## src/hw/ipv4_rx_consts.svh

```systemverilog
`ifndef IPV4_RX_CONSTS_SVH
`define IPV4_RX_CONSTS_SVH

// ethernet framing
`define ETH_HDR_LEN     14                  // dst mac + src mac + ethertype
`define ETHERTYPE_IPV4  16'h0800
`define MAC_BROADCAST   48'hffff_ffff_ffff

// ipv4 header
`define IPV4_MIN_HDR    20                  // header bytes with IHL 5
`define IPV4_BROADCAST  32'hffff_ffff       // limited broadcast only

// status counters, both saturate at all ones
`define DROP_CNT_W      16

`endif

```

## src/hw/eth_pkg.sv

```systemverilog
package eth_pkg;

  typedef logic [47:0] mac_addr_t;
  typedef logic [15:0] ethertype_t;   // big endian on the wire

  // header stripper states
  typedef enum logic [1:0] {
    ETH_HDR,   // collecting the header bytes
    ETH_PASS,  // frame accepted, bytes go straight to the ip stream
    ETH_DROP   // frame rejected, swallow bytes up to last
  } eth_state_t;

endpackage

```

## src/hw/ipv4_pkg.sv

```systemverilog
package ipv4_pkg;

  typedef logic [31:0] ipv4_addr_t;
  typedef logic [15:0] ipv4_len_t;    // lengths in bytes
  typedef logic [7:0]  ipv4_proto_t;  // 17 is udp, 6 is tcp
  typedef logic [15:0] cks_t;         // ones' complement word

  // receiver states
  typedef enum logic [2:0] {
    IP_IDLE,   // waiting for byte 0 of a datagram
    IP_HDR,    // header and options, feeding the checksum
    IP_CHECK,  // one cycle to judge the header
    IP_PLD,    // forwarding payload through the output register
    IP_PAD,    // total length reached, eat ethernet padding
    IP_DROP    // rejected datagram, eat the rest
  } ipv4_state_t;

endpackage

```

## src/hw/eth_rx_parse.sv

```systemverilog
`include "ipv4_rx_consts.svh"

module eth_rx_parse (
  input  logic                   clk,
  input  logic                   fsm_rst,
  input  logic [7:0]             in_data,
  input  logic                   in_valid,
  input  logic                   in_last,
  output logic                   in_ready,
  input  eth_pkg::mac_addr_t     dev_mac,
  output logic [7:0]             ip_data,
  output logic                   ip_valid,
  output logic                   ip_last,
  input  logic                   ip_ready,
  output logic [`DROP_CNT_W-1:0] eth_drop_cnt
);
  import eth_pkg::*;

  eth_state_t state;
  logic       armed;      // held low for one cycle out of reset
  logic [3:0] hdr_cnt;    // header byte index
  mac_addr_t  dst_mac;
  ethertype_t etype;
  ethertype_t etype_nxt;
  logic       in_xfer;
  logic       hdr_end;
  logic       keep;
  logic       drop_inc;

  assign in_xfer   = in_valid && in_ready;
  assign hdr_end   = (state == ETH_HDR) && (hdr_cnt == 4'(`ETH_HDR_LEN - 1));
  assign etype_nxt = {etype[7:0], in_data};  // second ethertype byte is on the bus now

  assign keep = ((dst_mac == dev_mac) || (dst_mac == `MAC_BROADCAST)) &&
                (etype_nxt == `ETHERTYPE_IPV4);

  // a frame ending inside the header has nothing to forward, count it too
  assign drop_inc = in_xfer && (state == ETH_HDR) && ((hdr_end && !keep) || in_last);

  // data path is combinational, only the handshake depends on state
  assign in_ready = (state == ETH_PASS) ? ip_ready : armed;
  assign ip_valid = (state == ETH_PASS) && in_valid;
  assign ip_data  = in_data;
  assign ip_last  = in_last;

  always_ff @(posedge clk) begin
    if (fsm_rst) begin
      state        <= ETH_HDR;
      armed        <= 1'b0;
      hdr_cnt      <= '0;
      eth_drop_cnt <= '0;
    end else begin
      armed <= 1'b1;
      if (drop_inc && (eth_drop_cnt != '1)) begin
        eth_drop_cnt <= eth_drop_cnt + 1'b1;
      end

      case (state)
        ETH_HDR: begin
          if (in_xfer) begin
            if (in_last) begin
              hdr_cnt <= '0;          // runt, start over on the next frame
            end else if (hdr_end) begin
              hdr_cnt <= '0;
              state   <= keep ? ETH_PASS : ETH_DROP;
            end else begin
              hdr_cnt <= hdr_cnt + 4'd1;
            end
          end
        end
        ETH_PASS, ETH_DROP: begin
          if (in_xfer && in_last) begin
            state <= ETH_HDR;
          end
        end
        default: state <= ETH_HDR;
      endcase
    end
  end

  // dst mac is bytes 0..5, ethertype ends up in the last two shifts
  always_ff @(posedge clk) begin
    if ((state == ETH_HDR) && in_xfer) begin
      etype <= etype_nxt;
      if (hdr_cnt < 4'd6) begin
        dst_mac <= {dst_mac[39:0], in_data};
      end
    end
  end

  // only frames that passed the address and ethertype filter reach the ip stream
  assert property (@(posedge clk) disable iff (fsm_rst)
    ip_valid |-> (etype == `ETHERTYPE_IPV4) &&
                 ((dst_mac == dev_mac) || (dst_mac == `MAC_BROADCAST)));

endmodule

```

## src/hw/ipv4_cks.sv

```systemverilog
module ipv4_cks (
  input  logic       clk,
  input  logic       fsm_rst,
  input  logic       cks_clear,
  input  logic       cks_en,
  input  logic [7:0] cks_byte,
  output logic       cks_ok
);
  import ipv4_pkg::*;

  logic        odd;        // high byte already held, this one completes the word
  logic [7:0]  hi_byte;
  logic [19:0] sum;
  logic        odd_base;
  logic [19:0] sum_base;
  logic [19:0] sum_nxt;
  logic [16:0] fold1;
  cks_t        fold2;

  // clear arrives together with the first header byte
  assign odd_base = cks_clear ? 1'b0 : odd;
  assign sum_base = cks_clear ? '0 : sum;

  // carry nibble goes back in on every add, so 20 bits never overflow
  assign sum_nxt = odd_base ? ({4'd0, sum_base[15:0]} + {16'd0, sum_base[19:16]} +
                               {4'd0, hi_byte, cks_byte})
                            : sum_base;

  assign fold1 = {1'b0, sum_nxt[15:0]} + {13'd0, sum_nxt[19:16]};
  assign fold2 = fold1[15:0] + {15'd0, fold1[16]};

  always_ff @(posedge clk) begin
    if (fsm_rst) begin
      odd    <= 1'b0;
      sum    <= '0;
      cks_ok <= 1'b0;
    end else if (cks_en) begin
      odd    <= !odd_base;
      sum    <= sum_nxt;
      cks_ok <= (fold2 == 16'hffff);   // header incl. its checksum sums to -0
    end else if (cks_clear) begin
      odd    <= 1'b0;
      sum    <= '0;
      cks_ok <= 1'b0;
    end
  end

  always_ff @(posedge clk) begin
    if (cks_en && !odd_base) begin
      hi_byte <= cks_byte;
    end
  end

endmodule

```

## src/hw/ipv4_rx.sv

```systemverilog
`include "ipv4_rx_consts.svh"

module ipv4_rx (
  input  logic                   clk,
  input  logic                   fsm_rst,
  input  logic [7:0]             ip_data,
  input  logic                   ip_valid,
  input  logic                   ip_last,
  output logic                   ip_ready,
  input  ipv4_pkg::ipv4_addr_t   dev_ip,
  output logic                   cks_clear,
  output logic                   cks_en,
  output logic [7:0]             cks_byte,
  input  logic                   cks_ok,
  output logic [7:0]             pld_data,
  output logic                   pld_valid,
  output logic                   pld_last,
  output logic                   pld_err,
  input  logic                   pld_ready,
  output ipv4_pkg::ipv4_addr_t   pld_src_ip,
  output ipv4_pkg::ipv4_proto_t  pld_proto,
  output ipv4_pkg::ipv4_len_t    pld_len,
  output logic [`DROP_CNT_W-1:0] ip_drop_cnt
);
  import ipv4_pkg::*;

  ipv4_state_t state;
  logic [5:0]  hdr_cnt;     // index of the byte on the bus while in IP_HDR
  logic [3:0]  version;
  logic [3:0]  ihl;
  ipv4_len_t   hdr_len;     // 4*IHL, at least 20 so the fixed fields always land
  ipv4_len_t   tot_len;
  ipv4_proto_t proto;
  ipv4_addr_t  src_ip;
  ipv4_addr_t  dst_ip;
  ipv4_len_t   pld_size;
  ipv4_len_t   rem;         // payload bytes still to forward
  logic        ended;       // ip_last came with the final header byte
  logic        in_xfer;
  logic        hdr_end;
  logic        hdr_ok;
  logic        dst_ok;
  logic        accept;
  logic        last_pld;
  logic        pld_load;
  logic        drop_inc;

  assign in_xfer  = ip_valid && ip_ready;
  assign hdr_end  = (state == IP_HDR) && (hdr_cnt == hdr_len[5:0] - 6'd1);
  assign pld_size = tot_len - hdr_len;

  assign hdr_ok = (version == 4'd4) && (ihl >= 4'd5) && cks_ok && (tot_len >= hdr_len);
  assign dst_ok = (dst_ip == dev_ip) || (dst_ip == `IPV4_BROADCAST);
  // a frame that stopped at the header end can only pass with an empty payload
  assign accept = hdr_ok && dst_ok && !(ended && (pld_size != '0));

  assign last_pld = (rem == 16'd1);
  assign pld_load = (state == IP_PLD) && in_xfer;

  assign drop_inc = (in_xfer && ip_last &&
                     ((state == IP_IDLE) || ((state == IP_HDR) && !hdr_end))) ||
                    ((state == IP_CHECK) && !accept);

  // every header byte feeds the checksum, ready is high in IDLE and HDR
  assign cks_clear = ip_valid && (state == IP_IDLE);
  assign cks_en    = ip_valid && ((state == IP_IDLE) || (state == IP_HDR));
  assign cks_byte  = ip_data;

  always_comb begin
    case (state)
      IP_CHECK: ip_ready = 1'b0;
      IP_PLD:   ip_ready = !pld_valid || pld_ready;  // output register has room
      default:  ip_ready = 1'b1;
    endcase
  end

  always_ff @(posedge clk) begin
    if (fsm_rst) begin
      state       <= IP_IDLE;
      hdr_cnt     <= '0;
      ended       <= 1'b0;
      ip_drop_cnt <= '0;
    end else begin
      if (drop_inc && (ip_drop_cnt != '1)) begin
        ip_drop_cnt <= ip_drop_cnt + 1'b1;
      end

      case (state)
        IP_IDLE: begin
          if (in_xfer) begin
            hdr_cnt <= 6'd1;
            state   <= ip_last ? IP_IDLE : IP_HDR;
          end
        end
        IP_HDR: begin
          if (in_xfer) begin
            hdr_cnt <= hdr_cnt + 6'd1;
            if (hdr_end) begin
              ended <= ip_last;
              state <= IP_CHECK;
            end else if (ip_last) begin
              state <= IP_IDLE;          // truncated header
            end
          end
        end
        IP_CHECK: begin
          if (!accept) begin
            state <= ended ? IP_IDLE : IP_DROP;
          end else if (!pld_valid) begin
            // meta outputs still belong to a stalled last beat until it leaves
            if (ended) begin
              state <= IP_IDLE;
            end else begin
              state <= (pld_size == '0) ? IP_PAD : IP_PLD;
            end
          end
        end
        IP_PLD: begin
          if (in_xfer && (last_pld || ip_last)) begin
            state <= ip_last ? IP_IDLE : IP_PAD;
          end
        end
        IP_PAD, IP_DROP: begin
          if (in_xfer && ip_last) begin
            state <= IP_IDLE;
          end
        end
        default: state <= IP_IDLE;
      endcase
    end
  end

  // header fields at fixed offsets, options are skipped by the counter
  always_ff @(posedge clk) begin
    if ((state == IP_IDLE) && in_xfer) begin
      version <= ip_data[7:4];
      ihl     <= ip_data[3:0];
      hdr_len <= (ip_data[3:0] < 4'd5) ? ipv4_len_t'(`IPV4_MIN_HDR)
                                       : {10'd0, ip_data[3:0], 2'b00};
    end
    if ((state == IP_HDR) && in_xfer) begin
      case (hdr_cnt)
        6'd2:                      tot_len[15:8] <= ip_data;
        6'd3:                      tot_len[7:0]  <= ip_data;
        6'd9:                      proto         <= ip_data;
        6'd12, 6'd13, 6'd14, 6'd15: src_ip       <= {src_ip[23:0], ip_data};
        6'd16, 6'd17, 6'd18, 6'd19: dst_ip       <= {dst_ip[23:0], ip_data};
        default: ;
      endcase
    end
    if ((state == IP_CHECK) && accept && !pld_valid) begin
      pld_src_ip <= src_ip;
      pld_proto  <= proto;
      pld_len    <= pld_size;
      rem        <= pld_size;
    end
    if (pld_load) begin
      rem      <= rem - 16'd1;
      pld_data <= ip_data;
    end
  end

  // single output register
  always_ff @(posedge clk) begin
    if (fsm_rst) begin
      pld_valid <= 1'b0;
      pld_last  <= 1'b0;
      pld_err   <= 1'b0;
    end else if (pld_load) begin
      pld_valid <= 1'b1;
      pld_last  <= last_pld || ip_last;
      pld_err   <= ip_last && !last_pld;   // frame ran out before total length
    end else if (pld_ready) begin
      pld_valid <= 1'b0;
    end
  end

  assert property (@(posedge clk) disable iff (fsm_rst)
    pld_valid && !pld_ready |=>
      pld_valid && $stable(pld_data) && $stable(pld_last) && $stable(pld_err));

  // payload only flows behind a header that passed every check
  assert property (@(posedge clk) disable iff (fsm_rst)
    pld_load |-> hdr_ok && dst_ok);

endmodule

```

## src/hw/ipv4_rx_top.sv

```systemverilog
`include "ipv4_rx_consts.svh"

module ipv4_rx_top (
  input  logic                   clk,
  input  logic                   fsm_rst,
  input  logic [7:0]             in_data,
  input  logic                   in_valid,
  input  logic                   in_last,
  output logic                   in_ready,
  input  eth_pkg::mac_addr_t     dev_mac,
  input  ipv4_pkg::ipv4_addr_t   dev_ip,
  output logic [7:0]             pld_data,
  output logic                   pld_valid,
  output logic                   pld_last,
  output logic                   pld_err,
  input  logic                   pld_ready,
  output ipv4_pkg::ipv4_addr_t   pld_src_ip,
  output ipv4_pkg::ipv4_proto_t  pld_proto,
  output ipv4_pkg::ipv4_len_t    pld_len,
  output logic [`DROP_CNT_W-1:0] eth_drop_cnt,
  output logic [`DROP_CNT_W-1:0] ip_drop_cnt
);

  // stream after the ethernet header
  logic [7:0] ip_data;
  logic       ip_valid;
  logic       ip_last;
  logic       ip_ready;

  // checksum side channel
  logic       cks_clear;
  logic       cks_en;
  logic [7:0] cks_byte;
  logic       cks_ok;

  eth_rx_parse u_eth_parse (
    .clk          (clk),
    .fsm_rst      (fsm_rst),
    .in_data      (in_data),
    .in_valid     (in_valid),
    .in_last      (in_last),
    .in_ready     (in_ready),
    .dev_mac      (dev_mac),
    .ip_data      (ip_data),
    .ip_valid     (ip_valid),
    .ip_last      (ip_last),
    .ip_ready     (ip_ready),
    .eth_drop_cnt (eth_drop_cnt)
  );

  ipv4_rx u_ipv4_rx (
    .clk         (clk),
    .fsm_rst     (fsm_rst),
    .ip_data     (ip_data),
    .ip_valid    (ip_valid),
    .ip_last     (ip_last),
    .ip_ready    (ip_ready),
    .dev_ip      (dev_ip),
    .cks_clear   (cks_clear),
    .cks_en      (cks_en),
    .cks_byte    (cks_byte),
    .cks_ok      (cks_ok),
    .pld_data    (pld_data),
    .pld_valid   (pld_valid),
    .pld_last    (pld_last),
    .pld_err     (pld_err),
    .pld_ready   (pld_ready),
    .pld_src_ip  (pld_src_ip),
    .pld_proto   (pld_proto),
    .pld_len     (pld_len),
    .ip_drop_cnt (ip_drop_cnt)
  );

  ipv4_cks u_ipv4_cks (
    .clk       (clk),
    .fsm_rst   (fsm_rst),
    .cks_clear (cks_clear),
    .cks_en    (cks_en),
    .cks_byte  (cks_byte),
    .cks_ok    (cks_ok)
  );

endmodule

```

## config.mk

```make
export PLATFORM = sky130hd
export DESIGN_NAME = ipv4_rx_top
export DESIGN_NICKNAME = d
export VERILOG_FILES = /design/src/hw/eth_pkg.sv /design/src/hw/ipv4_pkg.sv /design/src/hw/eth_rx_parse.sv /design/src/hw/ipv4_cks.sv /design/src/hw/ipv4_rx.sv /design/src/hw/ipv4_rx_top.sv
export VERILOG_INCLUDE_DIRS = /design/src /design/src/hw
export SDC_FILE = /design/constraint.sdc
export NUM_CORES = 1
export LEC_CHECK = 0
export BUFFER_PORTS_ARGS = -buffer_cell sky130_fd_sc_hd__buf_2
export CAP_MARGIN = 20
export CELL_PAD_IN_SITES_DETAIL_PLACEMENT = 0
export CELL_PAD_IN_SITES_GLOBAL_PLACEMENT = 1
export CORE_ASPECT_RATIO = 1.4
export CORE_MARGIN = 2
export CORE_UTILIZATION = 50
export DETAILED_ROUTE_END_ITERATION = 8
export GPL_ROUTABILITY_DRIVEN = 0
export PLACE_DENSITY = 0.84
export SKIP_LAST_GASP = 1
export SLEW_MARGIN = 20
export SYNTH_ARGS = -nofsm -noshare
export SYNTH_HDL_FRONTEND = slang
export SYNTH_SLANG_ARGS = --single-unit
```

## constraint.sdc

```tcl
create_clock -name clk -period 24.7 [get_ports clk]
set_input_delay 2.47 -clock clk [delete_from_list [all_inputs] [get_ports clk]]
set_output_delay 2.47 -clock clk [all_outputs]
set_load 0.01 [all_outputs]
```

### Word-level counts from Yosys, hierarchy flattened

Index checks and enable logic that the tools add are counted.

| word-level totals | value |
|---|---|
| bits in registers | 330 |
| bits of input ports | 93 |
| output and inout bits | 100 |
| word-level logic and storage cells | 195 |

| cells by class | value |
|---|---|
| add/sub/neg operators | 11 |
| order comparisons | 4 |
| equal/unequal tests | 40 |
| multiplexer cells | 39 |
| reductions and logical operators | 70 |

Operators by type and width:

| kind | number |
|---|---|
| $mux W20 | 3 |
| $eq A48 B48 Y1 | 1 |
| $eq A48 B48 Y1 const B | 1 |
| $mux W3 | 12 |
| $add A16 B4 Y17 | 2 |
| $add A16 B1 Y16 const B | 2 |
| $eq A32 B32 Y1 | 1 |
| $eq A32 B32 Y1 const B | 1 |
| $logic_and A1 B1 Y1 | 32 |
| $mux W16 | 2 |
| $ne A16 B16 Y1 const B | 2 |
| $eq A6 B4 Y1 const B | 5 |
| $eq A6 B5 Y1 const B | 4 |
| $add A17 B16 Y18 | 1 |
| $add A16 B1 Y16 | 1 |
| $eq A16 B1 Y1 const B | 1 |
| $eq A16 B12 Y1 const B | 1 |
| $eq A16 B16 Y1 const B | 1 |
| $ge A16 B16 Y1 | 1 |
| $logic_not A16 Y1 | 1 |
| $reduce_bool A16 Y1 | 1 |
| $sub A16 B1 Y16 const B | 1 |
| $sub A16 B16 Y16 | 1 |
| $pmux W3 S5 | 1 |
| other kinds (36) | 85 |

### Depth between registers and ports, before layout

| logic depth | value |
|---|---|
| depth in word-level cells | 11 |
| depth in mapped cells | 39 |
| depth with buffers taken out | 37 |

### Cells and area by module

A second synthesis with hierarchy kept.

| second synthesis, totals | value |
|---|---|
| cells, all modules | 1,303 |
| area, all modules | 15,474.8 um^2 |

Modules (own cells, without submodules):

| module | times used | cells an instance | area an instance (um^2) |
|---|---|---|---|
| ipv4_rx | 1 | 601 | 8,456.9 |
| eth_rx_parse | 1 | 302 | 3,673.5 |
| ipv4_cks | 1 | 400 | 3,344.5 |

### Least setup slack after synthesis

Ideal clock, no wire load.

| path | value |
|---|---|
| kind | input-to-reg |
| start | input port in_valid |
| end | register u_ipv4_cks.cks_ok |
| library setup time | 0.116 ns |
| arrival | 9.168 ns |
| data required time | 24.584 ns |
| path slack | 15.416 ns |
| stages on the path | 37 |
| path through | nand4bb_1 > clkbuf_1 > inv_1 > nand2_1 > inv_2 > clkbuf_1 > clkbuf_1 > nor2b_1 > fa_1 > ha_1 > a211oi_1 > o21ba_2 > a211o_1 > o31ai_1 > a21o_1 > a21o_1 > a21oi_1 > xor2_1 > o22ai_1 > ha_1 > inv_1 > fa_1 > nor2b_1 > o21ai_0 > nand2b_1 > nand4_1 > or2_2 > nor4_1 > ha_1 > nand2_1 > nor2_1 > a32oi_1 > a311oi_1 > xnor2_1 > a21oi_1 > nor2_1 > a31o_2 |

| on the way | value |
|---|---|
| word-level cells in the longest chain between the ends | 10 |
| elaborated cells between the ends (all ways) | 13 |

Ends and longest elaborated chain:

| what | RTL line | text |
|---|---|---|
| from (decl) | ipv4_rx_top.sv:7 | `input logic in_valid,` |
| $logic_and A1 B1 Y1 * | eth_rx_parse.sv:42 | `assign ip_valid = (state == ETH_PASS) && in_valid;` |
| $logic_and A1 B1 Y1 | ipv4_rx.sv:65 | `assign cks_clear = ip_valid && (state == IP_IDLE);` |
| $mux W20 | ipv4_cks.sv:22 | `assign sum_base = cks_clear ? '0 : sum;` |
| $add A16 B4 Y17 | ipv4_cks.sv:25 | `assign sum_nxt = odd_base ? ({4'd0, sum_base[15:0]} + {16'd0, sum_base[19:16]} +` |
| $add A17 B16 Y18 | ipv4_cks.sv:25 |  |
| $mux W20 | ipv4_cks.sv:25 |  |
| $add A16 B4 Y17 | ipv4_cks.sv:29 | `assign fold1 = {1'b0, sum_nxt[15:0]} + {13'd0, sum_nxt[19:16]};` |
| $add A16 B1 Y16 | ipv4_cks.sv:30 | `assign fold2 = fold1[15:0] + {15'd0, fold1[16]};` |
| $eq A16 B16 Y1 | ipv4_cks.sv:40 | `cks_ok <= (fold2 == 16'hffff);` |
| $mux W1 | ipv4_cks.sv:37 | `end else if (cks_en) begin` |
| to (signal assigned) | ipv4_cks.sv:40 |  |
| to (decl) | ipv4_cks.sv:7 | `output logic cks_ok` |

Mark *: on every way between the ends. The rest lies on a longest branch, timed or not.
A chain may end at the register's enable or synchronous reset.

### Worst setup path after layout

Ends and elaborated chain as after synthesis.

==> impl_metrics.yaml <==
run_status:
  status: "complete, no violations"
floorplanning:
  die_y_um: 207
  fp-row-count: 74
  initial_core_util_pct: 50.6
  die-area_mm2: 0.0309
  io_pins: 193
  fp.dieW_um: 149
  core_mm2: 0.0292
detailed_routing:
  drtIter0Drc: 535
  wl_per_cell_um: 18.4
  vias_per_cell: 5.63
  drc: 0
  dr.pass1.iters: 5
  drtAntennaViolNets: 0
  routed_wirelength_um: 33700
  vias: 10300
cells_and_area:
  stdcell_count: 1826
  syn2layout_area_growth_pct: 16.6
  drive_above_1_share_pct: 19.5
  n_fill_cell: 2405
  fin_nets: 1575
  num_antenna_cells: 0
worst_setup_path:
  cp.required_ns: 25.15
  crit_slowest_cell: "inv_2"
  cp-end-kind: "flop"
  crit_fanout: 45
  start_kind: "input pin"
  crit_path_frequent_cell: "ha_1"
  crit_family: "compound AO/OA/AOI/OAI gates"
  cpPeakStageDelay_ns: 0.73
  crit_arrival_ns: 10.26
  worst-path-buf-inv: 5
  path_class: "input pin to flop"
sta:
  finalCriticalPeriod_ns: 9.81
  setup_tns_ns: 0
  slew_viol_final: 0
  max_slew_margin_pct: 31.8
  setup_violations: 0
  hold_viol: 0
  fin_crit_sh_pct: 39.7
  tightest_slew_ns: 1.01
  clock.fmax_mhz: 102
  rsz0062_at_grt: "false"
  fin_skew_ns: 0.0274
synth:
  ys_ff_latch: 318
  yosysSeqAreaShare_pct: 59.7
  synth_top_area_cell: "edfxtp_1"
  synth_cells: 1224
  synth_fa_ha_area_share_pct: 5.17
  ys_top_cells_by_area: "edfxtp_1, dfxtp_1, xnor2_1, ha_1, xor2_1"
  synthArstFlopShare_pct: 0
  muxShareOfSynthArea_pct: 1.08
  yosys_warnings: 0
  ys.flop_type: "edfxtp_1"
  synth_xor_area_share_pct: 8.25
  syn_nets: 1375
  synth_edf_count: 244
  synth_compound_area_share_pct: 8.79
  synth_top_family_by_area: "simple AND/OR/NAND/NOR gates"
  postSynthAreaPerCell_um2: 12.1
  synth_cell_types: 74
  syn-cell-area_mm2: 0.0148
  yosys.area_share.simple_pct: 15.2
  synth_top_area_share_pct: 49.6
clocking:
  cts_tree: "built"
  path_clk_slew_ns: 0.07
  cts_resized: 0
  clock_latency_ns: 0.57
  clkSinkCount: 318
  cts_buffers: 29
  cts_setup_buffers: 0
  htreeDepth: 1
  hold_buffers: 0
  cts_root_buf: "clkbuf_16"
  cts-root-to-sink-buffers: 3
power_and_ir_drop:
  vdd_drop_max_uv: 54.9
  power.leakage_nw: 6.29
  power_density_mw_per_mm2: 63.0
global_routing:
  grt_pass1_vias: 10200
  grt_max_degree: 58
  overflow: 0
  antenna_found_initial: 0
  grt_first_pass_wirelength_um: 53000
  grt_use_total_pct: 21.4
hold_path:
  min_path_type: "flop to flop"
placed_design:
  portBuffers: 192
  placed_cells: 1773
  dp_hpwl_um: 24100
run:
  cap_viol_max_count: 0
## logic make-up after synthesis
kind of cell / after synthesis
AOI/OAI and AO/OA: 189
xor gates and xnor gates: 139
adders and majority gates: 58
buffers and inverters: 73
DFF: 318
muxes: 15
and+or+nand+nor: 432
## metal layers
| metal | part of all wire, % | GRT usage (%) | wire length (µm) | vias to the layer above |
|---|---|---|---|---|
| li1 | - | - | - | 4967 |
| met1 | 41 | 27.1 | 13800 | 4945 |
| met2 | 51 | 37.7 | 17000 | 305 |
| met3 | 5.3 | 2.64 | 1790 | 61 |
| met4 | 3.2 | 7.72 | 1060 | 0 |
| met5 | 0 | 0 | 0 | - |
## placed cells by master (no fill, tap or decap), types with 6 or more instances in the layout
cell type  count
nand3_1       32
o21a_1         6
xor2_1        55
edfxtp_1     244
a22oi_1        9
dfxtp_1       74
o31a_1         6
xnor2_1       84
nor4_1        29
clkbuf_16     29
nor3_1        27
or2_2          6
mux2_1         6
and3_1        18
inv_1         35
buf_4         13
nor4b_1        6
nand2_1       71
a211oi_1       9
o31ai_1       10
a21oi_1       55
buf_2        193
nor2b_1       32
or3_1          7
a21o_1         7
nor3b_1        6
a31oi_1        7
nand4_1       48
nor2_1       115
mux2i_1        8
o21ai_0       24
ha_1          53
nand2b_1       7
a31o_2         6
or4_1          6
## cell type report
| class | count | area [µm²] | share of cell area (%) |
|---|---|---|---|
| Clock buffer | 33 | 741 | 4.31 |
| Sequential cell | 318 | 8810 | 51.2 |
| Multi-Input combinational cell | 833 | 5710 | 33.2 |
| Tap cell | 380 | 475 | 2.76 |
| Clock inverter | 20 | 268 | 1.56 |
| Inverter | 36 | 135 | 0.786 |
| Timing Repair Buffer | 206 | 1060 | 6.18 |
## report_power, final
part / leakage (nW) / internal, mW / switching [mW]
Combinational: 2.99 / 0.0139 / 0.0192
Sequential: 2.81 / 0.576 / 0.00376
Clock: 0.482 / 0.272 / 0.200
## final timing paths
check,startpoint,endpoint,slack [ns],depth (start not counted)
hold / removal,u_ipv4_rx.src_ip[28]$_DFFE_PP_,u_ipv4_rx.pld_src_ip[28]$_DFFE_PP_,0.42,0
setup / recovery,in_valid,u_ipv4_cks.cks_ok$_SDFFE_PP0P_,14.89,36
hold reg to reg,u_ipv4_rx.src_ip[28]$_DFFE_PP_,u_ipv4_rx.pld_src_ip[28]$_DFFE_PP_,0.42,0
setup reg to reg,u_eth_parse.state[1]$_SDFFE_PP0P_,u_ipv4_cks.cks_ok$_SDFFE_PP0P_,16.29,37
## state kept, by name, summed over array words and instances, names as in the netlist, 3 cells and up
register,cells
u_ipv4_cks.sum,20
u_ipv4_rx.rem,16
u_eth_parse.eth_drop_cnt,16
u_ipv4_rx.hdr_len,4
u_ipv4_rx.pld_proto,8
u_eth_parse.dst_mac,48
u_ipv4_rx.hdr_cnt,6
u_ipv4_rx.tot_len,16
u_ipv4_rx.pld_src_ip,32
u_ipv4_cks.hi_byte,8
u_eth_parse.etype,8
u_ipv4_rx.ihl,4
u_ipv4_rx.state,3
u_ipv4_rx.dst_ip,32
u_eth_parse.hdr_cnt,4
u_ipv4_rx.proto,8
u_ipv4_rx.ip_drop_cnt,16
u_ipv4_rx.version,4
u_ipv4_rx.pld_data,8
u_ipv4_rx.pld_len,16
u_ipv4_rx.src_ip,32
## stage by stage
stage	area, µm²	setup slack (ns)	total power, mW	hold slack, ns	utilization [%]
finish	17200	14.89	1.08	0.420	59.0
detailed placement	16200	14.34	0.624	0.405	55.5
global placement	16200	14.59	0.623	0.401	55.5
CTS	17200	14.93	1.09	0.422	59.0
floorplan	14800	15.42	0.606	0.400	-
global route	17200	14.27	1.12	0.428	59.0
## cells in the mapped netlist, drive strengths merged, types with 9 or more instances
cell type  count
nand2         71
o31ai         10
nor2         115
a21oi         58
clkbuf        29
ha            53
a211oi        10
and3          18
xnor2         84
nand3         32
nor2b         32
o21ai         25
xor2          55
edfxtp       244
inv           36
nand4         48
dfxtp         74
a22oi          9
nor4          30
nor3          31
(Power assumes the default switching activity.)
